===== src/idct_pkg.sv =====
`default_nettype none

package idct_pkg;

	// picture geometry, in 8x8 blocks
	localparam int BLOCK_DIM = 8;
	localparam int BLOCKS_X = 4;
	localparam int BLOCKS_Y = 2;
	localparam int IMAGE_WIDTH = BLOCKS_X * BLOCK_DIM;

	// sram regions
	localparam logic [17:0] PRE_IDCT_BASE = 18'd76800;
	localparam logic [17:0] PIXEL_BASE = 18'd0;
	localparam int PIXEL_STRIDE = IMAGE_WIDTH / 2;
	localparam int PIXEL_WORDS = BLOCKS_Y * BLOCK_DIM * PIXEL_STRIDE;

	// fixed point
	localparam int COEF_W = 16;
	localparam int T_W = 16;
	localparam int PIXEL_W = 8;
	localparam int T_SHIFT = 8;
	localparam int S_SHIFT = 16;
	localparam int RAM_AW = 5;

	// [j][k] = 4096 * c(k) * cos((2j+1)k*pi/16)
	localparam logic signed [15:0] COS_TABLE [8][8] = '{
		'{16'sd1448,  16'sd2009,  16'sd1892,  16'sd1703,
		  16'sd1448,  16'sd1138,  16'sd784,   16'sd400},
		'{16'sd1448,  16'sd1703,  16'sd784,  -16'sd400,
		 -16'sd1448, -16'sd2009, -16'sd1892, -16'sd1138},
		'{16'sd1448,  16'sd1138, -16'sd784,  -16'sd2009,
		 -16'sd1448,  16'sd400,   16'sd1892,  16'sd1703},
		'{16'sd1448,  16'sd400,  -16'sd1892, -16'sd1138,
		  16'sd1448,  16'sd1703, -16'sd784,  -16'sd2009},
		'{16'sd1448, -16'sd400,  -16'sd1892,  16'sd1138,
		  16'sd1448, -16'sd1703, -16'sd784,   16'sd2009},
		'{16'sd1448, -16'sd1138, -16'sd784,   16'sd2009,
		 -16'sd1448, -16'sd400,   16'sd1892, -16'sd1703},
		'{16'sd1448, -16'sd1703,  16'sd784,   16'sd400,
		 -16'sd1448,  16'sd2009, -16'sd1892,  16'sd1138},
		'{16'sd1448, -16'sd2009,  16'sd1892, -16'sd1703,
		  16'sd1448, -16'sd1138,  16'sd784,  -16'sd400}
	};

	typedef struct packed {
		logic [17:0] address;
		logic [15:0] write_data;
		logic write_en_n;
	} sram_req_t;

	typedef struct packed {
		logic signed [COEF_W-1:0] even;
		logic signed [COEF_W-1:0] odd;
	} coef_pair_t;

	typedef struct packed {
		logic signed [T_W-1:0] even;
		logic signed [T_W-1:0] odd;
	} t_pair_t;

	typedef enum logic [4:0] {
		PH_IDLE  = 5'b00001,
		PH_FETCH = 5'b00010,
		PH_COL   = 5'b00100,
		PH_ROW   = 5'b01000,
		PH_WRITE = 5'b10000
	} phase_t;

	// write side of the coefficient buffer
	typedef struct packed {
		logic [RAM_AW-1:0] addr;
		logic write_en;
		coef_pair_t write_data;
	} coef_port_t;

endpackage

`default_nettype wire


===== src/idct_pass.sv =====
`timescale 1ns/100ps
`default_nettype none

module idct_pass #(
	parameter type in_pair_t = idct_pkg::coef_pair_t,
	parameter type out_pair_t = idct_pkg::t_pair_t,
	parameter int SHIFT = 8,
	parameter bit TRANSPOSE = 1'b0,
	parameter bit CLIP = 1'b0
) (
	input logic CLOCK_50_I,
	input logic Resetn,
	input logic go,
	output logic [idct_pkg::RAM_AW-1:0] rd_addr_a,
	output logic [idct_pkg::RAM_AW-1:0] rd_addr_b,
	input in_pair_t rd_data_a,
	input in_pair_t rd_data_b,
	output logic wr_en,
	output logic [idct_pkg::RAM_AW-1:0] wr_addr,
	output out_pair_t wr_data,
	output logic done
);
	import idct_pkg::*;

	localparam int IW = $bits(in_pair_t) / 2;
	localparam int OW = $bits(out_pair_t) / 2;

	// cnt = {row r, column pair, half, step m}
	logic [7:0] cnt, ctl_d1, ctl_d2;
	logic run, valid_d1, valid_d2;
	logic [IW*2-1:0] raw_a, raw_b;
	logic signed [IW-1:0] a_val, b_val;
	logic signed [15:0] coef0, coef1;
	logic signed [31:0] prod0, prod1, term_sum;
	logic signed [31:0] acc_even, acc_odd;
	logic [2:0] r1, c1, k0, k1;

	function automatic logic [OW-1:0] scale(input logic signed [31:0] s);
		logic signed [31:0] v;
		v = s >>> SHIFT;
		if (CLIP) begin
			if (v < 0)
				v = 0;
			else if (v > 255)
				v = 255;
		end
		return v[OW-1:0];
	endfunction

	// column pass walks a row of S', row pass walks a column of T
	assign rd_addr_a = TRANSPOSE ? {cnt[1:0], 1'b0, cnt[4:3]} : {cnt[7:5], cnt[1:0]};
	assign rd_addr_b = TRANSPOSE ? {cnt[1:0], 1'b1, cnt[4:3]} : {cnt[7:5], cnt[1:0]};

	assign r1 = ctl_d1[7:5];
	assign c1 = ctl_d1[4:2];
	assign k0 = {ctl_d1[1:0], 1'b0};
	assign k1 = {ctl_d1[1:0], 1'b1};
	assign raw_a = rd_data_a;
	assign raw_b = rd_data_b;

	always_comb begin
		if (TRANSPOSE) begin
			a_val = c1[0] ? raw_a[IW-1:0] : raw_a[2*IW-1:IW];
			b_val = c1[0] ? raw_b[IW-1:0] : raw_b[2*IW-1:IW];
			coef0 = COS_TABLE[r1][k0];
			coef1 = COS_TABLE[r1][k1];
		end else begin
			a_val = raw_a[2*IW-1:IW];
			b_val = raw_b[IW-1:0];
			coef0 = COS_TABLE[c1][k0];
			coef1 = COS_TABLE[c1][k1];
		end
	end

	always_ff @(posedge CLOCK_50_I or negedge Resetn) begin
		if (!Resetn) begin
			run <= 1'b0;
			cnt <= '0;
			valid_d1 <= 1'b0;
			valid_d2 <= 1'b0;
		end else begin
			valid_d1 <= run;
			valid_d2 <= valid_d1;
			if (go) begin
				run <= 1'b1;
				cnt <= '0;
			end else if (run) begin
				cnt <= cnt + 8'd1;
				if (cnt == 8'hff)
					run <= 1'b0;
			end
		end
	end

	// registered multipliers, one term each per cycle
	always_ff @(posedge CLOCK_50_I) begin
		ctl_d1 <= cnt;
		ctl_d2 <= ctl_d1;
		prod0 <= a_val * coef0;
		prod1 <= b_val * coef1;
	end

	assign term_sum = prod0 + prod1;

	// accumulate two cycles behind the reads
	always_ff @(posedge CLOCK_50_I) begin
		if (valid_d2 && !ctl_d2[2])
			acc_even <= (ctl_d2[1:0] == 2'd0 ? 32'sd0 : acc_even) + term_sum;
		if (valid_d2 && ctl_d2[2] && ctl_d2[1:0] != 2'd3)
			acc_odd <= (ctl_d2[1:0] == 2'd0 ? 32'sd0 : acc_odd) + term_sum;
		wr_addr <= ctl_d2[7:3];
		wr_data <= out_pair_t'({scale(acc_even), scale(acc_odd + term_sum)});
	end

	always_ff @(posedge CLOCK_50_I or negedge Resetn) begin
		if (!Resetn) begin
			wr_en <= 1'b0;
			done <= 1'b0;
		end else begin
			wr_en <= valid_d2 && ctl_d2[2] && (ctl_d2[1:0] == 2'd3);
			done <= valid_d2 && (ctl_d2 == 8'hff);
		end
	end

endmodule

`default_nettype wire


===== config.mk =====
export PLATFORM = sky130hd
export DESIGN_NAME = idct_pass
export DESIGN_NICKNAME = d
export VERILOG_FILES = /design/src/idct_pkg.sv /design/src/idct_pass.sv
export SDC_FILE = /design/constraint.sdc
export NUM_CORES = 1
export LEC_CHECK = 0
export ABC_AREA = 1
export BUFFER_PORTS_ARGS = -buffer_cell sky130_fd_sc_hd__buf_2
export CORE_MARGIN = 2
export CORE_UTILIZATION = 50
export DETAILED_ROUTE_END_ITERATION = 10
export PLACE_DENSITY_LB_ADDON = 0.05
export SLEW_MARGIN = 20
export SYNTH_ARGS = -nofsm -noshare
export SYNTH_HDL_FRONTEND = slang
export SYNTH_SLANG_ARGS = --single-unit

===== constraint.sdc =====
create_clock -name CLOCK_50_I -period 9 [get_ports CLOCK_50_I]
set_input_delay 0.9 -clock CLOCK_50_I [delete_from_list [all_inputs] [get_ports CLOCK_50_I]]
set_output_delay 0.9 -clock CLOCK_50_I [all_outputs]
set_load 0.02 [all_outputs]

# ---- Word-level counts from Yosys, hierarchy flattened
# Memory sizes are Yosys's and may differ from the RTL's.
# Index checks and enable logic that the tools add are counted.
# Widths: inputs -> output; s select.
dict set report word_totals {
  romBits 1024
  n_memories 1
  output_inout_bits 49
  ff_bits 194
}
# name depth word_bits read_ports rd_ports_with_merged_regs write_ports line_no
set mem_list {}
lappend mem_list {{(no name shown)} 8 128 1 0 0 idct_pass.sv:71} ;# coef1 = COS_TABLE[c1][k1];
dict set report op_classes {
  n_addsub 5
  n_lt_le_gt_ge 3
  multipliers 2
  mux 15
  eq_ne 4
  n_reduce_logical 8
  bitwise_logic 3
}
# op n
set op_table {}
lappend op_table {{$mux 128} 2}
lappend op_table {{$add 32x32->32} 3}
lappend op_table {{$bmux 16 s3} 2}
lappend op_table {{$mul 16x16->32} 2}
lappend op_table {{$mux 16} 4}
lappend op_table {{$mux 32} 2}
lappend op_table {{$add 24x24->24} 1}
lappend op_table {{$eq 8x8->1 const B} 2}
lappend op_table {{$mux 8} 2}
lappend op_table {{$ge 4x4->1 const B} 3}
lappend op_table {{$not 3->4} 3}
lappend op_table {{$add 8x1->8 const B} 1}
lappend op_table {{$logic_and 1x1->1} 5}
lappend op_table {{$mux 1} 3}
lappend op_table {{$eq 2x2->1 const B} 1}
lappend op_table {{$logic_not 2->1} 1}
lappend op_table {{$ne 2x2->1 const B} 1}
lappend op_table {{$reduce_bool 2->1} 1}
lappend op_table {{$logic_not 1->1} 1}

# ---- Depth between registers and ports, before layout
# Gate-level depths: netlist (run 1).
dict set report depth {
  word_depth 8
  ltp_mapped 35
  depth_no_buf 34
}

# ---- Worst setup path before layout (run 1)
# Ideal clock, no wire load.
dict set report synth_timing {
  path_type {register to register}
  from {reg ctl_d1[3]}
  to {reg prod1[23]}
  setup_time_ns 0.112
  slack_ns 2.693
  period_less_slack_ns 6.307
  path_stages_with_launch 31
  required_time_ns 8.888
  arrival_time_ns 6.195
  path_cell_list {dfxtp_1 > inv_1 > ha_1 > inv_1 > nand2_1 > nand3_1 > nand3_1 > nand2_1 > inv_1 > clkbuf_1 > nor2_1 > fa_1 > inv_1 > fa_1 > inv_1 > fa_1 > fa_1 > fa_1 > inv_1 > fa_1 > inv_1 > ha_1 > inv_1 > nor3_1 > nand2_1 > inv_1 > o21ai_0 > nand2_1 > a31oi_1 > nand3_1 > nand2_1}
}
dict set report synth_between {
  elab_chain_len 8
}
# element line_no
set synth_rtl {}
lappend synth_rtl {{from (decl)} idct_pass.sv:29} ;# logic [7:0] cnt, ctl_d1, ctl_d2;
lappend synth_rtl {{from (signal assigned)} idct_pass.sv:97} ;# ctl_d1 <= cnt;
lappend synth_rtl {{$not 3->4 (not written as such)} idct_pass.sv:71}
lappend synth_rtl {{$mem_v2 8x128} n/a}
lappend synth_rtl {{$mux 128 (not written as such) (2 in series)} idct_pass.sv:71}
lappend synth_rtl {{$bmux 16 s3} idct_pass.sv:71}
lappend synth_rtl {{$mux 16 (not written as such) (2 in series)} idct_pass.sv:71}
lappend synth_rtl {{$mul 16x16->32} idct_pass.sv:100} ;# prod1 <= b_val * coef1;
lappend synth_rtl {{to (signal assigned)} idct_pass.sv:100}
lappend synth_rtl {{to (decl)} idct_pass.sv:34} ;# logic signed [31:0] prod0, prod1, term_sum;
# Every way passes these cells. The select of a mux whose other input is x is not followed.
# A chain may end at the register's enable or synchronous reset.

# ---- Final worst setup path (run 1)
dict set report layout_timing {
  from {reg ctl_d1[3]}
  to {reg prod0[23]}
}
dict set report layout_between {
  elab_chain_len 8
}
# element line_no
set layout_rtl {}
lappend layout_rtl {{$not 3->4 (not written as such)} idct_pass.sv:70} ;# coef0 = COS_TABLE[c1][k0];
lappend layout_rtl {{$mem_v2 8x128} n/a}
lappend layout_rtl {{$mux 128 (2 in series)} n/a}
lappend layout_rtl {{$bmux 16 s3} idct_pass.sv:70}
lappend layout_rtl {{$mux 16 (not written as such) (2 in series)} idct_pass.sv:70}
lappend layout_rtl {{$mul 16x16->32} idct_pass.sv:99} ;# prod0 <= a_val * coef0;
lappend layout_rtl {{to (signal assigned)} idct_pass.sv:99}
lappend layout_rtl {{to (decl)} idct_pass.sv:34}
# Every way passes these cells. The select of a mux whose other input is x is not followed.

==> results of run 1 <==
==> routing by layer <==
metal / vias up / global-route usage, % / share of wire [%]
li1: 9140 / - / -
met1: 8963 / 34.0 / 45
met2: 426 / 44.0 / 48
met3: 73 / 3.44 / 4.9
met4: 0 / 7.16 / 2.2
met5: - / 0 / 0
==> cell usage in the layout, fill, tap and decap left out, types with 14 or more instances in the layout <==
master / n
a21oi_1: 140
a31oi_1: 18
buf_2: 83
clkbuf_16: 17
dfxtp_1: 99
edfxtp_1: 48
fa_1: 333
ha_1: 255
inv_1: 690
nand2_1: 530
nand3_1: 112
nand4_1: 22
nor2_1: 315
nor3_1: 14
o21ai_0: 76
o21bai_1: 14
xnor2_1: 44
xor2_1: 87
==> synthesized netlist by cell type, types with 4 or more instances <==
library cell	count	share of area (%)
buf_4	10	0.32
o31ai_1	5	0.16
nand4_1	22	0.59
nor4_1	7	0.19
xnor2_1	44	1.6
dfrtp_1	13	1.4
dfxtp_1	99	8.5
inv_1	690	11
nand3_1	112	2.4
o211ai_1	5	0.16
xor2_1	87	3.3
inv_2	6	0.096
nand2_1	530	8.5
o21ai_0	76	1.6
buf_1	7	0.11
a31oi_1	18	0.48
ha_1	255	14
buf_2	10	0.21
nor2_1	317	5.1
a21oi_1	140	3.0
o21a_1	6	0.19
a21o_1	11	0.35
nor3_1	14	0.30
a221oi_1	4	0.15
fa_1	333	28
edfxtp_1	48	6.1
o21bai_1	14	0.45
a21boi_0	4	0.13
clkbuf_1	27	0.43
==> worst min-delay path by stage <==
stage          slack [ps]              start                  to  depth (start not counted)
2_1_floorplan         310  ctl_d1[5]$_DFF_P_   ctl_d2[5]$_DFF_P_                          0
3_3_place_gp          310  ctl_d1[7]$_DFF_P_   ctl_d2[7]$_DFF_P_                          0
3_5_place_dp          310  ctl_d1[7]$_DFF_P_   ctl_d2[7]$_DFF_P_                          0
4_1_cts               290             Resetn  cnt[6]$_DFFE_PN0P_                          1
5_1_grt               320             Resetn     wr_en$_DFF_PN0_                          1
6_report              310             Resetn  cnt[6]$_DFFE_PN0P_                          1
==> state kept, by name, summed over array words and instances, names as in the netlist, 5 cells and up <==
| signal | count |
|---|---|
| cnt | 8 |
| prod0 | 22 |
| wr_addr | 5 |
| wr_data | 32 |
| acc_odd | 24 |
| prod1 | 24 |
| acc_even | 24 |
| ctl_d1 | 8 |
| ctl_d2 | 8 |
==> per-stage QoR <==
stage	cells	worst slack (ps)	instance area, um2	utilization (%)
finish	3625	848	25000	53.8
global route	3625	269	25000	53.8
CTS	3625	933	25000	53.8
detailed placement	3593	961	24400	52.6
global placement	3593	998	24400	52.6
floorplan	2950	2690	23400	-
==> cell type report <==
cell class | count | share of cell area, %
Clock inverter | 13 | 0.571
Sequential cell | 160 | 15.0
Timing Repair Buffer | 92 | 1.93
Clock buffer | 19 | 1.73
Tap cell | 607 | 3.04
Inverter | 699 | 10.5
Multi-Input combinational cell | 2035 | 67.2
==> logic make-up (layout without fill, tap and decap cells) <==
family                   Yosys count  in the layout  synth area share (%)
AND/OR/NAND/NOR                 1013           1013                  17.3
buffers and inverters            755            823                  12.4
adder cells (fa/ha/maj)          588            588                  42.0
AO/OA/AOI/OAI                    303            303                  7.37
flip-flops                       160            160                  16.0
XOR/XNOR                         131            131                  4.89
==> critical path: cells and delay by family (launching register included) <==
kind | cells | cell delay, ps
compound gates | 2 | 990
fa+ha+maj | 8 | 3660
buf+inv | 10 | 1210
flops | 1 | 530
simple gates | 7 | 1660
==> flow_summary.yaml, run 1 <==
grt:
  antenna_found_initial: 0
  overflow: 0
  grt_pass1_vias: 19032
  grt_usage_pct: 25.6
  grt_pass1_wl_mm: 96.2
  grt_max_degree: 48
timing:
  tightest_slew_ps: 1100
  fmax_ghz: 0.123
  finalHoldViolCount: 0
  drv_slew: 0
  fin_skew_ps: 13.5
  fin_tns_setup_ps: 0
  maxSlewHeadroom_pct: 25.9
  holdWs_ps: 308
  rsz0062_at_grt: "false"
  finalCritPeriodShare_pct: 90.6
  fin_crit_ps: 8150
  finalSetupViolCount: 0
worst_setup_path:
  cp-start-kind: "flip-flop"
  worstRegToRegCells: 27
  critPathLaunch: "ctl_d1[3]$_DFF_P_"
  crit_top_cell: "inv_1"
  crit_end: "prod0[23]$_DFF_P_"
  end_kind: "flip-flop"
  r2r_start: "ctl_d1[3]$_DFF_P_"
  cp_data_arrival_time_ps: 8510
  max_stage_delay_ps: 740
  reg2reg_to: "prod0[23]$_DFF_P_"
  cp_slowest_cell: "o311ai_0"
  cp_data_required_time_ps: 9360
  critPathKind: "flip-flop to flip-flop"
  cp_max_fo: 28
  r2r_setup_slack_ps: 850
logic_synthesis:
  synthDistinctLibCells: 50
  async_flop_share_pct: 8.13
  synthCells: 2950
  syn_avg_cell_area_um2: 7.95
  synth-seq-area-share_pct: 16.0
  synth_area_um2: 23400
  ys_ff_latch: 160
  synth_edf_count: 48
  ys.flop_type: "dfxtp_1"
  yosysWarnings: 0
  synth_nets: 3605
cts:
  postCtsHoldBufs: 0
  cts-buffers-inserted: 17
  postCtsSetupBuffers: 0
  cts_tree: "built"
  cts_buffer_depth: 2
  clk_pin_slew_worst_paths_ps: 70
  cts_resized: 0
  clock_latency_ps: 470
  htreeDepth: 4
  root_buffer: "clkbuf_16"
  cts_num_sinks: 160
final_layout:
  fill_cells: 4479
  diodes: 0
  syn_to_final_growth_pct: 6.62
  multiInputGateArea_um2: 16800
  fin_nets: 3660
  register_area_um2: 3750
  layout-drive-gt1-share_pct: 4.61
floorplanning:
  die_width_um: 221
  die_y_um: 221
  io-pin-count: 116
  rows: 79
  start_util_pct: 50.5
  core_area_um2: 46500
  die_area_um2: 48600
route:
  drt_iter0_drc: 1074
  routed-via-count: 18602
  drt-pass1-iter-count: 7
  ant_nets: 0
  wire_per_inst_um: 16.1
  drc: 0
  wirelength_mm: 58.4
  vias_per_cell: 5.13
placed_design:
  gp_congestion: 0.939
  hpwlAfterDp_mm: 49.9
  port_buffers: 83
run:
  maxCapViolCount: 0
hold_path:
  min_path_type: "input port to asynchronous set/reset pin"
outcome:
  outcome: "completed"
Power of run 1 is left out: the tool's default activity adds up to more than one toggle a clock period on the data nets, which glitch-free logic cannot reach.
==> inputs of run 2 (changes only) <==
--- a/config.mk
+++ b/config.mk
@@ -7,9 +7,11 @@
 export LEC_CHECK = 0
 export ABC_AREA = 1
 export BUFFER_PORTS_ARGS = -buffer_cell sky130_fd_sc_hd__buf_2
+export CORE_ASPECT_RATIO = 0.9
 export CORE_MARGIN = 2
-export CORE_UTILIZATION = 50
+export CORE_UTILIZATION = 35
 export DETAILED_ROUTE_END_ITERATION = 10
+export GPL_TIMING_DRIVEN = 0
 export PLACE_DENSITY_LB_ADDON = 0.05
 export SLEW_MARGIN = 20
 export SYNTH_ARGS = -nofsm -noshare
==> run 2 against run 1 <==
  * Hold slack better by 17 ps
  * Largest cell class unchanged
  * Worst setup slack worse by 270 ps
  * Routed wire length up 13%
  * Register-to-register slack worse by 270 ps
  * Highest routed layer unchanged
  * Critical path type unchanged
  * Global-route usage down 6.1 points
==> flow_summary.yaml, run 2 (same netlist as run 1, synthesis figures left out) <==
worst_setup_path:
  max_stage_delay_ps: 790
  worstRegToRegCells: 30
  cp_data_required_time_ps: 9320
  end_kind: "flip-flop"
  cp_slowest_cell: "dfxtp_1"
  crit_top_cell: "inv_1"
  cp-start-kind: "flip-flop"
  cp_max_fo: 10
  critPathKind: "flip-flop to flip-flop"
  cp_data_arrival_time_ps: 8750
cts:
  cts_tree: "built"
  clk_pin_slew_worst_paths_ps: 80
  root_buffer: "clkbuf_16"
  cts_num_sinks: 160
  cts-buffers-inserted: 17
  clock_latency_ps: 460
  postCtsSetupBuffers: 0
  cts_buffer_depth: 2
  htreeDepth: 4
final_layout:
  layout_commonest_cell: "inv_1"
  diodes: 0
  stdcell_count: 3930
  largest_reg_flops: 32
  largest_register: "wr_data"
  fin_nets: 3698
  final_cell_mix: "inv_1, nand2_1, fa_1"
  syn_to_final_growth_pct: 8.90
  layout-drive-gt1-share_pct: 4.78
timing:
  worst_slack_ps: 574
  fin_tns_setup_ps: 0
  rsz0062_at_grt: "false"
  finalHoldViolCount: 0
  tightest_slew_ps: 1030
  fmax_ghz: 0.119
  fin_skew_ps: 16.8
  finalCritPeriodShare_pct: 93.6
  drv_slew: 0
  maxSlewHeadroom_pct: 30.6
  fin_crit_ps: 8430
  finalSetupViolCount: 0
  holdWs_ps: 325
floorplanning:
  die_y_um: 250
  io-pin-count: 116
  rows: 90
  die_area_um2: 69100
  start_util_pct: 35.2
  die_width_um: 277
  core_area_um2: 66700
route:
  routed-via-count: 18701
  wirelength_mm: 65.7
  drc: 0
  drt-pass1-iter-count: 5
  wire_per_inst_um: 16.7
  ant_nets: 0
  vias_per_cell: 4.76
  drt_iter0_drc: 1029
outcome:
  outcome: "completed"
placed_design:
  place_ws_ps: 509
  hpwlAfterDp_mm: 56.9
  dpl.cell_count: 3898
  gp_congestion: 0.865
  port_buffers: 74
grt:
  grtUsageMet1_pct: 28.1
  use_met2_pct: 32.0
  grt_pass1_wl_mm: 106
  busiest_layer: "met2"
  antenna_found_initial: 2
  use_met3_pct: 1.96
  grt_usage_pct: 19.6
  overflow: 0
  grt_max_degree: 25
  grt_pass1_vias: 19437
hold_path:
  min_path_type: "input port to asynchronous set/reset pin"
run:
  maxCapViolCount: 0
run 2: cell count changes in the layout (fill, tap and decap cells not counted), sizes merged:
cell and change:
buf +11, clkbuf +26, inv +3, clkinv +3, clkinvlp -4, bufinv -1
run 2: metal layers:
metal,vias to the layer above,part of all wire (%)
met2,314,46
met4,0,1.5
met1,9102,50
met3,54,3.0
li1,9231,-
met5,-,0
run 2: worst paths after layout:
check                      slack (ps)              start                 end
setup / recovery                  570  ctl_d1[3]$_DFF_P_   prod1[23]$_DFF_P_
hold / removal                    320             Resetn  cnt[0]$_DFFE_PN0P_
setup reg to reg                  570  ctl_d1[3]$_DFF_P_   prod1[23]$_DFF_P_
hold reg to reg                   320  ctl_d1[5]$_DFF_P_   ctl_d2[5]$_DFF_P_
max in group asynchronous        8430             Resetn      done$_DFF_PN0_
min in group CLOCK_50_I           330  ctl_d1[5]$_DFF_P_   ctl_d2[5]$_DFF_P_
run 2: timing repair:
item | in CTS | in global routing
resized for setup | 0 | 1
hold buffers | 0 | 0
endpoints found under the setup margin | 0 | 1
run 2: cell type report:
cell class              count  area (um2)
clock buffers              18         450
inverters                 699        2620
plain buffers              56         275
clock inverters            14         155
flip-flops and latches    160        3750
multi-input cells        2035       16800
fillers                  7058       41100
well taps                 874        1090
repair buffers             74         370
run 2: critical path: cells and delay by family (launching register included):
family | cells | cell delay, ps
fa+ha+maj | 8 | 3770
compound gates | 4 | 1030
buf+inv | 10 | 1560
simple gates | 8 | 1110
flops | 1 | 790
run 2: through the flow:
step / instance area [um2] / utilization (%)
final: 25500 / 38.3
after global routing: 25500 / 38.3
after CTS: 25500 / 38.3
after detailed placement: 24900 / 37.4
after global placement: 24900 / 37.4
after floorplan: 23400 / -
Power of run 2 is left out for the same reason.
