--- config.mk ---
export PLATFORM = sky130hd
export DESIGN_NAME = block_fetch
export DESIGN_NICKNAME = d
export VERILOG_FILES = /design/src/idct_pkg.sv /design/src/block_fetch.sv
export SDC_FILE = /design/constraint.sdc
export NUM_CORES = 1
export LEC_CHECK = 0
export ABC_CLOCK_PERIOD_IN_PS = 1690
export BUFFER_PORTS_ARGS = -buffer_cell sky130_fd_sc_hd__buf_2
export CORE_MARGIN = 2
export CORE_UTILIZATION = 44
export DETAILED_ROUTE_END_ITERATION = 6
export GPL_ROUTABILITY_DRIVEN = 0
export PLACE_DENSITY = 0.77
export SLEW_MARGIN = 20
export SYNTH_ARGS = -nofsm -noshare
export SYNTH_HDL_FRONTEND = slang
export SYNTH_SLANG_ARGS = --single-unit
--- constraint.sdc ---
create_clock -name CLOCK_50_I -period 1.69 [get_ports CLOCK_50_I]
set_input_delay 0.338 -clock CLOCK_50_I [delete_from_list [all_inputs] [get_ports CLOCK_50_I]]
set_output_delay 0.338 -clock CLOCK_50_I [all_outputs]
set_load 0.005 [all_outputs]
--- src/idct_pkg.sv ---
`default_nettype none

package idct_pkg;

	// picture geometry, in 8x8 blocks
	localparam int BLOCK_DIM = 8;
	localparam int BLOCKS_X = 4;
	localparam int BLOCKS_Y = 2;
	localparam int IMAGE_WIDTH = BLOCKS_X * BLOCK_DIM;

	// sram regions
	localparam logic [17:0] PRE_IDCT_BASE = 18'd76800;
	localparam logic [17:0] PIXEL_BASE = 18'd0;
	localparam int PIXEL_STRIDE = IMAGE_WIDTH / 2;
	localparam int PIXEL_WORDS = BLOCKS_Y * BLOCK_DIM * PIXEL_STRIDE;

	// fixed point
	localparam int COEF_W = 16;
	localparam int T_W = 16;
	localparam int PIXEL_W = 8;
	localparam int T_SHIFT = 8;
	localparam int S_SHIFT = 16;
	localparam int RAM_AW = 5;

	// [j][k] = 4096 * c(k) * cos((2j+1)k*pi/16)
	localparam logic signed [15:0] COS_TABLE [8][8] = '{
		'{16'sd1448,  16'sd2009,  16'sd1892,  16'sd1703,
		  16'sd1448,  16'sd1138,  16'sd784,   16'sd400},
		'{16'sd1448,  16'sd1703,  16'sd784,  -16'sd400,
		 -16'sd1448, -16'sd2009, -16'sd1892, -16'sd1138},
		'{16'sd1448,  16'sd1138, -16'sd784,  -16'sd2009,
		 -16'sd1448,  16'sd400,   16'sd1892,  16'sd1703},
		'{16'sd1448,  16'sd400,  -16'sd1892, -16'sd1138,
		  16'sd1448,  16'sd1703, -16'sd784,  -16'sd2009},
		'{16'sd1448, -16'sd400,  -16'sd1892,  16'sd1138,
		  16'sd1448, -16'sd1703, -16'sd784,   16'sd2009},
		'{16'sd1448, -16'sd1138, -16'sd784,   16'sd2009,
		 -16'sd1448, -16'sd400,   16'sd1892, -16'sd1703},
		'{16'sd1448, -16'sd1703,  16'sd784,   16'sd400,
		 -16'sd1448,  16'sd2009, -16'sd1892,  16'sd1138},
		'{16'sd1448, -16'sd2009,  16'sd1892, -16'sd1703,
		  16'sd1448, -16'sd1138,  16'sd784,  -16'sd400}
	};

	typedef struct packed {
		logic [17:0] address;
		logic [15:0] write_data;
		logic write_en_n;
	} sram_req_t;

	typedef struct packed {
		logic signed [COEF_W-1:0] even;
		logic signed [COEF_W-1:0] odd;
	} coef_pair_t;

	typedef struct packed {
		logic signed [T_W-1:0] even;
		logic signed [T_W-1:0] odd;
	} t_pair_t;

	typedef enum logic [4:0] {
		PH_IDLE  = 5'b00001,
		PH_FETCH = 5'b00010,
		PH_COL   = 5'b00100,
		PH_ROW   = 5'b01000,
		PH_WRITE = 5'b10000
	} phase_t;

	// write side of the coefficient buffer
	typedef struct packed {
		logic [RAM_AW-1:0] addr;
		logic write_en;
		coef_pair_t write_data;
	} coef_port_t;

endpackage

`default_nettype wire

--- src/block_fetch.sv ---
`timescale 1ns/100ps
`default_nettype none

module block_fetch (
	input logic CLOCK_50_I,
	input logic Resetn,
	input logic go,
	input logic [$clog2(idct_pkg::BLOCKS_X)-1:0] block_col,
	input logic [$clog2(idct_pkg::BLOCKS_Y)-1:0] block_row,
	output idct_pkg::sram_req_t sram_req,
	input logic [15:0] sram_read_data,
	output idct_pkg::coef_port_t coef_port,
	output logic done
);
	import idct_pkg::*;

	logic [17:0] base_addr;
	logic [17:0] rd_addr;
	logic [5:0] rd_cnt;
	logic busy;
	logic valid_d1, valid_d2;
	logic [5:0] idx_d1, idx_d2;
	logic [COEF_W-1:0] even_q;

	assign base_addr = PRE_IDCT_BASE
		+ 18'(block_row) * 18'(BLOCK_DIM * IMAGE_WIDTH)
		+ 18'(block_col) * 18'(BLOCK_DIM);

	always_ff @(posedge CLOCK_50_I or negedge Resetn) begin
		if (!Resetn) begin
			busy <= 1'b0;
			rd_cnt <= '0;
			rd_addr <= '0;
			valid_d1 <= 1'b0;
			valid_d2 <= 1'b0;
		end else begin
			valid_d1 <= busy;
			valid_d2 <= valid_d1;
			if (go) begin
				busy <= 1'b1;
				rd_cnt <= '0;
				rd_addr <= base_addr;
			end else if (busy) begin
				rd_cnt <= rd_cnt + 6'd1;
				// end of a block row jumps to the next picture row
				if (rd_cnt[2:0] == 3'd7)
					rd_addr <= rd_addr + 18'(IMAGE_WIDTH - BLOCK_DIM + 1);
				else
					rd_addr <= rd_addr + 18'd1;
				if (rd_cnt == 6'd63)
					busy <= 1'b0;
			end
		end
	end

	// index of the word that arrives two cycles after its address
	always_ff @(posedge CLOCK_50_I) begin
		idx_d1 <= rd_cnt;
		idx_d2 <= idx_d1;
		if (valid_d2 && !idx_d2[0])
			even_q <= sram_read_data;
	end

	assign sram_req.address = rd_addr;
	assign sram_req.write_data = '0;
	assign sram_req.write_en_n = 1'b1;

	assign coef_port.addr = idx_d2[5:1];
	assign coef_port.write_en = valid_d2 && idx_d2[0];
	assign coef_port.write_data.even = even_q;
	assign coef_port.write_data.odd = sram_read_data;

	assign done = valid_d2 && (idx_d2 == 6'd63);

endmodule

`default_nettype wire

==> After elaboration in Yosys (flattened, before gate mapping) <==
Index checks and enable logic that the tools add are counted.
{ "op_classes": {"mux": 8, "reduce_logical": 5, "add_sub_neg": 5, "n_eq_ne": 3} }
{ "ops": {"columns": ["operator", "n"], "rows": [
  ["18-bit two-way mux", 3],
  ["17-bit by 9-bit adder with 18-bit output, first input constant", 1],
  ["18-bit by 1-bit adder with 18-bit output, second input constant", 1],
  ["18-bit by 5-bit adder with 18-bit output", 1],
  ["18-bit by 5-bit adder with 18-bit output, second input constant", 1],
  ["6-bit equality test, second input constant", 2],
  ["6-bit two-way mux", 2],
  ["6-bit by 1-bit adder with 6-bit output, second input constant", 1],
  ["3-bit equality test, second input constant", 1],
  ["1-bit logical AND", 3],
  ["1-bit two-way mux", 3],
  ["2-bit nonzero test", 1],
  ["1-bit zero test", 1]
]} }
{ "word_totals": {"word_cells": 29, "regBits": 55, "input_bits": 22, "output_inout_bits": 74} }

==> Longest topological paths before layout <==
Gate-level depths: netlist of the first run.
{ "depth": {"ltp_word": 4, "depth_mapped": 7, "depth_no_buf": 7} }

==> Worst setup path after synthesis of the first run <==
Ideal clock, no wire load.
{ "synth_timing": {"path_type": "register to register", "start": "reg rd_cnt[0]", "end": "reg rd_addr[12]", "t_arrival_ns": 1.714, "required_ns": 1.558, "setup_ns": 0.132, "setup_slack_ns": -0.155, "stages_incl_launch_ff": 8, "synth_period_minus_slack_ns": 1.845, "n_path_buf": 0, "path_cell_list": "dfrtp_1 > ha_1 > ha_1 > and4b_2 > o21ai_2 > a211oi_1 > xnor2_1 > nor2_1"} }
{ "synth_between": {"elab_chain_len": 4} }
{ "synth_rtl": {"columns": ["item", "line", "rtl"], "rows": [
  ["start: declaration", "block_fetch.sv:19", "logic [5:0] rd_cnt;"],
  ["start signal: assignment", "block_fetch.sv:44", "rd_cnt <= rd_cnt + 6'd1;"],
  ["3-bit equality test", "block_fetch.sv:46", "if (rd_cnt[2:0] == 3'd7)"],
  ["18-bit two-way mux", "block_fetch.sv:46", null],
  ["18-bit two-way mux", "block_fetch.sv:43", "end else if (busy) begin"],
  ["18-bit two-way mux", "block_fetch.sv:39", "if (go) begin"],
  ["end signal: assignment", "block_fetch.sv:42", "rd_addr <= base_addr;"],
  ["end signal: assignment", "block_fetch.sv:47", "rd_addr <= rd_addr + 18'(IMAGE_WIDTH - BLOCK_DIM + 1);"],
  ["end signal: assignment", "block_fetch.sv:49", "rd_addr <= rd_addr + 18'd1;"],
  ["end: declaration", "block_fetch.sv:18", "logic [17:0] rd_addr;"]
]} }
Every way passes these cells. The select of a mux whose other input is x is not followed.
A chain may end at the register's enable or synchronous reset.

==> Worst setup path after layout of the first run <==
{ "layout_timing": {"start": "reg rd_cnt[0]", "end": "reg rd_addr[17]"} }
Same word-level chain as after synthesis.

==> metrics, run 1 <==
status finished with violations; failing checks negative setup slack; Clock Sinks 55; Post-synth EDFFs 16; Vias 1676; Mapped Area 2464 um^2; Area growth syn-to-layout 22.65%; reg2reg path depth 7; fin cells 356; Synth cell types 41; maximum clock rate 561.2 MHz; CP Max Fanout 7; Slew HR 0.5953; Hold WC Path Type in -> async; total chip power roughly 0.0025 W; die width 78.83 um; Final Skew around 5.1 ps; global-route wire length before repair 7107 um; total overflow reported by the global router 0; CP required 1940 ps; RSZ-0062 raised after global routing yes; Reg clk slew, reported paths 110 ps; GRT Util Overall 0.1473; Seq cells post-synth 55; Final Net Count 309; Die Y 78.83 um; H-tree depth 2; # port buffers 78; DPL Wire Length about 3300 um; dpl cells 343; vias per inst 4.708; Pwr Density 826.1 nW/um^2; most used cell, CP ha_4; Post-Synthesis Cells 211; ANT cells 0; final core occ 0.5521; dpl cell area about 2800 um^2; Initial Utilization 0.4502; CP Capture Type flop; Reg2Reg Setup Slack -90 ps; vias in the first global route 1567; largest net degree at the start of global routing 29; fin crit period 1782 ps; leakage power 1.387 nW; maxcap violations 0; CTS Buffer Depth 2; Mapped Avg Cell Area roughly 12 um^2; Max VDD drop roughly 0.00032 V; Setup CP Type reg -> reg; CP startpoint kind flop; period utilization 1.054; r2r endpoint rd_addr[17]; layout cells sized above 1 0.4366; post-synthesis sequential area ratio 0.5668; post-route cell area 3022 um^2; cts hold-fix bufs 0; final hold vios 0; Inserted Clock Buffers 5; Most used DFF post-synth dfrtp_1; drt wl/cell 12.96 um; I/O pins between 90 and 100; Critical Path Max Stage Delay 420 ps; Crit path arrival time 2040 ps; YS warnings 0; initial antenna violation count 0; CTS tree yes; # rows 27; TritonRoute pass-1 iters 4; Slew @ Worst Pin 607.1 ps; FFs w/ async S/R, synth 0.4909; critical path's slowest cell dfrtp_1; Die Area about 6200 um^2; critical path, cell by cell ha_4, ha_4, nand3b_1, o21ai_4, o2111ai_2, xor2_1, nor2_1; CTS root buf clkbuf_8; Skew-Pair Late Insertion Delay roughly 320 ps; final antenna-violating net count 0; max-slew violation count 0; core footprint 5473 um^2; DRC Markers 0; worst slack, placed -85.54 ps; Crit Reg-Reg Startpoint rd_cnt[0]; final setup margin -91.88 ps; initial detailed-routing violation count 45; WL final ~4600 um; Final Setup Violations 12
registers in the layout, indices dropped and copies added, names as in the netlist:
register  count
busy          1
rd_addr      18
idx_d2        6
even_q       16
valid_d2      1
valid_d1      1
idx_d1        6
rd_cnt        6
through the flow:
stage	hold WS, ps	TNS, ps
global placement	313.3	-183.8
global route	64.92	-2102
detailed placement	312.1	-606.3
CTS	34.35	-601.5
floorplan	42.41	-36.34
finish	12.16	-686.6
report_power, final:
group	switching, W	total [W]	internal (W)
Combinational	0.000125	0.000243	0.000119
Sequential	0.0000363	0.00147	0.00143
Clock	0.000471	0.000787	0.000316
logic make-up after synthesis:
logic type	count (synthesis)	synth area share
flip-flops	55	0.5668
AND/OR/NAND/NOR	55	0.1148
buffers and inverters	45	0.1300
AO/OA/AOI/OAI	26	0.07669
XOR/XNOR	19	0.06755
multiplexers	5	0.02082
adder cells (fa/ha/maj)	4	0.02032
other	2	0.003048
how the worst max path moves through the flow:
stage	end	depth (start not counted)	from
CTS	rd_addr[17]	8	rd_cnt[1]
finish	rd_addr[17]	7	rd_cnt[0]
global placement	rd_addr[12]	7	rd_cnt[0]
detailed placement	rd_addr[17]	7	rd_cnt[0]
global route	rd_addr[11]	7	rd_cnt[1]
floorplan	rd_addr[12]	7	rd_cnt[0]
Yosys cell counts (all sizes together), types with 2 or more instances:
cell type,count,area share
clkbuf,3,0.0046
o211ai,2,0.0061
nand4,5,0.013
dfxtp,12,0.098
ha,4,0.020
xor2,12,0.043
nand2b,2,0.0051
edfxtp,16,0.20
o21ai,7,0.016
nor2,19,0.029
a211oi,3,0.0091
o2111ai,3,0.011
dfrtp,27,0.27
and3,3,0.0076
nor2b,2,0.0051
a21oi,6,0.012
and4,2,0.0071
conb,2,0.0030
nand3,4,0.010
nand2,12,0.018
a21o,2,0.0061
xnor2,7,0.025
mux2i,4,0.016
buf,41,0.12
critical path, delay by kind of cell, from the launching register on:
| family | cells | cell delay [ps] |
|---|---|---|
| AO/OA/AOI/OAI | 2 | 450 |
| adder cells (fa/ha/maj) | 2 | 360 |
| flip-flops | 1 | 420 |
| XOR/XNOR | 1 | 180 |
| AND/OR/NAND/NOR | 2 | 300 |
metal layers:
metal,track usage,routed length [um],part of all wire
met4,0.05172,55,0.012
met5,0,0,0
met3,0.03750,329,0.071
met2,0.2726,2306,0.50
met1,0.1633,1924,0.42
placed cells by master, fill, tap and decap left out, types with 2 or more instances in the layout:
master,instances
buf_2,78
dfrtp_1,27
nor2_1,19
conb_1,17
edfxtp_1,16
buf_4,15
nand2_1,12
xor2_1,12
dfxtp_1,12
xnor2_1,6
nand4_1,5
clkbuf_8,5
mux2i_1,4
and3_1,3
a21oi_1,3
o2111ai_2,3
o21ai_0,3
nor2b_1,2
nand3_1,2
o21ai_4,2
a21oi_2,2
and4_1,2
nand3_2,2
o211ai_1,2
a211oi_2,2
nand2b_1,2
o21ai_1,2
ha_4,2
inv_8,2
cell type report:
type,count,area (um^2)
multi-input cells,126,917.1
clock inverters,3,31.28
clock buffers,5,68.82
fillers,468,2451
repair buffers,94,514.2
well taps,72,90.09
flip-flops and latches,55,1396
inverters,1,3.754
repair_timing:
action	in CTS	in global routing
pin swaps	10	13
gates cloned	0	0
endpoints found under the setup margin	14	14
buffers inserted	3	2
resized for setup	7	8
Note: power is estimated with default switching activity, not from simulation.
==> run 2, diff against run 1 <==
Settings changed: RECOVER_POWER set to 25.
==> run 2 against run 1 <==
  * The flow still finishes with violations (negative setup slack)
  * Clock-buffer cell count is the same
  * Wire length shrank 0.13%
  * Non-clock buffer count is the same
  * Worst hold slack gained 190 ps
  * Flip-flop and latch count is the same
  * Register-to-register slack is essentially flat
  * Critical endpoint unchanged
  * Utilization shrank 0.14 points
==> metrics, run 2 (synthesized netlist as in run 1, its figures left out) <==
status finished with violations; failing checks negative setup slack; Final Setup Violations 12 (unchanged); vias in the first global route 1567 (unchanged); commonest non-fill, non-tap cell in the layout buf_2; Hold WS 201.4 ps (+189.3 ps); cts hold-fix bufs 0 (unchanged); DRC Markers 0 (unchanged); dpl cell area 2806 um^2 (unchanged); max-slew violation count 0 (unchanged); Inserted Clock Buffers 5 (unchanged); post-route cell area 3014 um^2 (-0.25%); Slew HR 0.02886 (-0.5664); vias per inst 4.711 (about the same); CTS tree yes; leakage power 1.370 nW (-1.2%); core footprint 5473 um^2 (unchanged); Reg2Reg Setup Slack -90 ps (about the same); Setup CP Type reg -> reg; total overflow reported by the global router 0 (unchanged); Largest Register rd_addr; Largest register FFs 18 (unchanged); Reg clk slew, reported paths 100 ps (about the same); Initial Utilization 0.4502 (unchanged); maxcap violations 0 (unchanged); CTS root buf clkbuf_8; DPL Wire Length 3278 um (unchanged); final hold vios 0 (unchanged); drt wl/cell 12.95 um (-0.13%); Max VDD drop 0.0003156 V (about the same); Final Skew 5.196 ps (+0.06936 ps); Crit path arrival time 2040 ps (about the same); total chip power 0.002495 W (about the same); CP startpoint kind flop; GRT Util Overall 0.1473 (unchanged); Die Area 6213 um^2 (unchanged); Setup crit end rd_addr[17]; H-tree depth 2 (unchanged); maximum clock rate 561.2 MHz (about the same); final setup margin -91.88 ps (+0.001600 ps); # port buffers 78 (unchanged); TritonRoute pass-1 iters 4 (unchanged); Fillers 472 (+0.85%); fin crit period 1782 ps (-0.001600 ps); period utilization 1.054 (about the same); r2r endpoint rd_addr[17]; initial detailed-routing violation count 45 (unchanged); final antenna-violating net count 0 (unchanged); Hold WC Path Type in -> reg; Die Y 78.83 um (unchanged); ANT cells 0 (unchanged); I/O pins 96 (unchanged); CP required 1940 ps (about the same); Largest regs rd_addr (18), even_q (16); Clock Sinks 55 (unchanged); most frequent cells in the layout buf_2 (72), dfrtp_1 (27), nor2_1 (19), conb_1 (17), edfxtp_1 (16); Crit Reg-Reg Startpoint rd_cnt[0]; RSZ-0062 raised after global routing yes; WL final 4609 um (-0.13%); die width 78.83 um (unchanged); Area growth syn-to-layout 22.35%; Slew @ Worst Pin 1457 ps (+849.6 ps); Skew-Pair Late Insertion Delay 320 ps (about the same); global-route wire length before repair 7107 um (unchanged); largest net degree at the start of global routing 29 (unchanged); CP Capture Type flop; initial antenna violation count 0 (unchanged); CP Max Fanout 7 (unchanged); reg2reg path depth 7 (unchanged); Vias 1677 (+0.060%); CTS Buffer Depth 2 (unchanged); Pwr Density 827.6 nW/um^2 (+0.18%); Final Net Count 309 (unchanged); Critical path origin rd_cnt[0]; layout cells sized above 1 0.4155 (-0.02113); # rows 27 (unchanged)
## run 2: what timing repair did
action	4_1_cts	5_1_grt
gates resized for setup	7	8
pin swaps	10	13
endpoints found under the setup margin	14	14
setup buffers	3	2
## run 2: area by class of cell
type                    count  area [um^2]  share of cell area
inverters                   1        3.754            0.001245
repair buffers             94        506.7              0.1681
clock buffers               5        68.82             0.02283
well taps                  72        90.09             0.02989
multi-input cells         126        917.1              0.3043
flip-flops and latches     55         1396              0.4633
clock inverters             3        31.28             0.01038
## run 2: worst min-delay path by stage
stage | cells past startpoint | from | endpoint | slack [ps]
floorplan | 0 | Resetn | busy | 40
global placement | 0 | idx_d1[0] | idx_d2[0] | 310
detailed placement | 0 | idx_d1[1] | idx_d2[1] | 310
CTS | 1 | Resetn | rd_addr[12] | 30
global route | 1 | sram_read_data[12] | even_q[12] | 180
finish | 1 | sram_read_data[12] | even_q[12] | 200
## run 2: power breakdown
group / switching (W) / internal (W)
Clock: 0.000471 / 0.000316
Combinational: 0.000125 / 0.000117
Sequential: 0.0000363 / 0.00143
Total: 0.000632 / 0.00186
## run 2: critical path, stage by stage, from the launching register on
cell       delay [ps]
dfrtp_1           420
ha_4              190
ha_4              170
nand3b_1          200
o21ai_4           300
o2111ai_2         150
xor2_1            180
nor2_1            100
## run 2: layer usage
| metal | vias up | GRT usage | part of all wire | wire length, um |
|---|---|---|---|---|
| li1 | 813 | - | - | - |
| met1 | 785 | 0.1633 | 0.42 | 1913 |
| met2 | 73 | 0.2726 | 0.50 | 2308 |
| met3 | 6 | 0.03750 | 0.072 | 333 |
| met4 | 0 | 0.05172 | 0.012 | 55 |
| met5 | - | 0 | 0 | 0 |
## run 2: per-stage QoR
stage,cells,util,worst slack [ps],TNS [ps]
6_report,356,0.5508,-91.88,-687.9
3_3_place_gp,343,0.5128,-52.91,-183.8
5_1_grt,356,0.5508,-227.0,-2102
4_1_cts,354,0.5423,-87.92,-601.5
2_1_floorplan,226,-,-18.17,-36.34
3_5_place_dp,343,0.5128,-85.54,-606.3
==> run 3, diff against run 2 <==
Settings changed: ABC_CLOCK_PERIOD_IN_PS 1690 to 2200, CORE_UTILIZATION 44 to 52, PLACE_DENSITY 0.77 to 0.84.
Clock period 1.69 ns to 2.2 ns, I/O delays scaled along.
==> run 3 against run 2 <==
  * The run now ends clean
  * First-iteration DRC count grew 62%
  * Cell count is 8.4% lower
  * Total power down 26%
  * Fmax is 14% lower
  * Sequential share of layout area rose by 3.9 points
  * Clock skew down 1.6 ps
  * Via count is 2.6% lower
  * Critical path type unchanged
  * Largest cell class unchanged
==> metrics, run 3 (synthesized netlist as in run 1, its figures left out) <==
H-tree depth 2 (unchanged); maxcap violations 0 (unchanged); Vias 1634 (-2.6%); WL final 4301 um (-6.7%); GRT Util Overall 0.1613 (+0.01406); fin cells 326 (-8.4%); final antenna-violating net count 0 (unchanged); drt wl/cell 13.19 um (+1.9%); most used cell, CP ha_1; status complete, no violations; Reg clk slew, reported paths 100 ps (about the same); Clock Sinks 55 (unchanged); Crit path arrival time 2260 ps (+220 ps); CP bufs+invs 1 (+1); Die Y 72.83 um (-7.6%); CP startpoint kind flop; CTS tree yes; Pwr Density 661.0 nW/um^2 (-20%); dpl cells 317 (-7.6%); Largest Register rd_addr; largest net degree at the start of global routing 29 (unchanged); vias per inst 5.012 (+6.4%); Final Skew 3.641 ps (-1.555 ps); Largest register FFs 18 (unchanged); Crit Reg-Reg Startpoint rd_cnt[0]; initial detailed-routing violation count 73 (+62%); Hold Crit Start sram_read_data[7]; Setup CP Type reg -> reg; CP required 2390 ps (+450 ps); CP top delay family adder cells; vias in the first global route 1495 (-4.6%); fin crit period 2065 ps (+283.0 ps); CTS root buf clkbuf_8; I/O pins 96 (unchanged); DPL Wire Length 3218 um (-1.8%); Area growth syn-to-layout 12.80%; DRC Markers 0 (unchanged); # port buffers 78 (unchanged); CP Max Fanout 7 (unchanged); period utilization 0.9386 (-0.1158); Critical Path Max Stage Delay 430 ps (about the same); layout cells sized above 1 0.3346 (-0.08093); initial antenna violation count 0 (unchanged); global-route wire length before repair 6672 um (-6.1%); Skew-Pair Late Insertion Delay 300 ps (-20 ps); max-slew violation count 0 (unchanged); Hold WS 323.9 ps (+122.4 ps); Hold WC Path Type in -> reg; total overflow reported by the global router 0 (unchanged); Max VDD drop 0.0003763 V (+19%); commonest non-fill, non-tap cell in the layout buf_2; die width 72.83 um (-7.6%); critical path, cell by cell ha_1, ha_1, nand3_1, o41ai_4, buf_4, o2111ai_1, xor2_1, nand2b_1; final setup margin 135.1 ps (+227.0 ps); critical path's slowest cell dfrtp_1; RSZ-0062 raised after global routing no; final hold vios 0 (unchanged); Largest regs rd_addr (18), even_q (16); TritonRoute pass-1 iters 5 (+1); Final Setup Violations 0 (-12); # rows 25 (-7.4%); CP Capture Type flop; Die Area 5304 um^2 (-15%); Slew HR 0.03755 (+0.008684); CTS Buffer Depth 2 (unchanged); Fillers 394 (-17%); total chip power 0.001837 W (-26%); Slew @ Worst Pin 1444 ps (-13.03 ps); maximum clock rate 484.3 MHz (-14%); Critical path origin rd_cnt[0]; cts hold-fix bufs 0 (unchanged); Inserted Clock Buffers 5 (unchanged); most frequent cells in the layout buf_2 (71), dfrtp_1 (27), nor2_1 (19), conb_1 (17), edfxtp_1 (16); setup TNS 0 ps (+687.9 ps); core footprint 4629 um^2 (-15%); ANT cells 0 (unchanged); Final Net Count 297 (-3.9%); leakage power 1.308 nW (-4.6%); worst slack, placed 120.6 ps (+206.2 ps); Initial Utilization 0.5322 (+0.08200)
-- run 3: cell types whose count changed in the layout (fill, tap and decap cells not counted), moves of 3 or more --
cell / change
buf_4: -11
a21oi_1: +3
ha_1: +3
o2111ai_1: +3
o2111ai_2: -3
-- run 3: worst reg2reg max path, delay by kind of cell, from the launching register on --
family | cells | cell delay [ps]
and+or+nand+nor | 2 | 260
AOI/OAI and AO/OA | 2 | 370
xor gates and xnor gates | 1 | 180
buffers and inverters | 1 | 170
DFF | 1 | 430
adders and majority gates | 2 | 550
-- run 3: stage by stage --
step	utilization	instance area, um^2
finish	0.6003	2779
global route	0.6003	2779
detailed placement	0.5797	2684
floorplan	-	2520
CTS	0.5997	2776
global placement	0.5797	2684
-- run 3: where the power goes --
part / leakage, nW / internal, W / switching, W
sequential: 0.588 / 0.00110 / 0.0000338
clock: 0.0486 / 0.000229 / 0.000325
combinational: 0.671 / 0.0000693 / 0.0000813
-- run 3: layer usage --
layer	routed length [um]	vias to the layer above	GRT usage	part of all wire
met5	0	-	0	0
met1	1816	762	0.2111	0.42
li1	-	786	-	-
met2	2143	80	0.2707	0.50
met4	30	0	0.04938	0.0070
met3	311	6	0.03315	0.072
-- run 3: timing repair --
item / CTS / global route
buffers inserted: 0 / 1
gates resized for setup: 0 / 1
setup endpoints to repair: 0 / 7
-- run 3: cell type report --
type	count	area, um^2	share of cell area
flip-flops and latches	55	1396	0.5025
inverters	1	3.754	0.001351
multi-input cells	126	807.0	0.2904
well taps	54	67.56	0.02431
repair buffers	82	411.6	0.1481
clock buffers	5	68.82	0.02476
clock inverters	3	23.77	0.008555
-- run 3: final timing paths --
kind | end | slack (ps) | depth (start not counted)
max in group asynchronous | rd_addr[13] | 900 | 1
min | even_q[7] | 320 | 1
max reg2reg | rd_addr[11] | 140 | 8
min in group asynchronous | rd_addr[11] | 460 | 1
max | rd_addr[11] | 140 | 8
min reg2reg | idx_d2[3] | 330 | 0
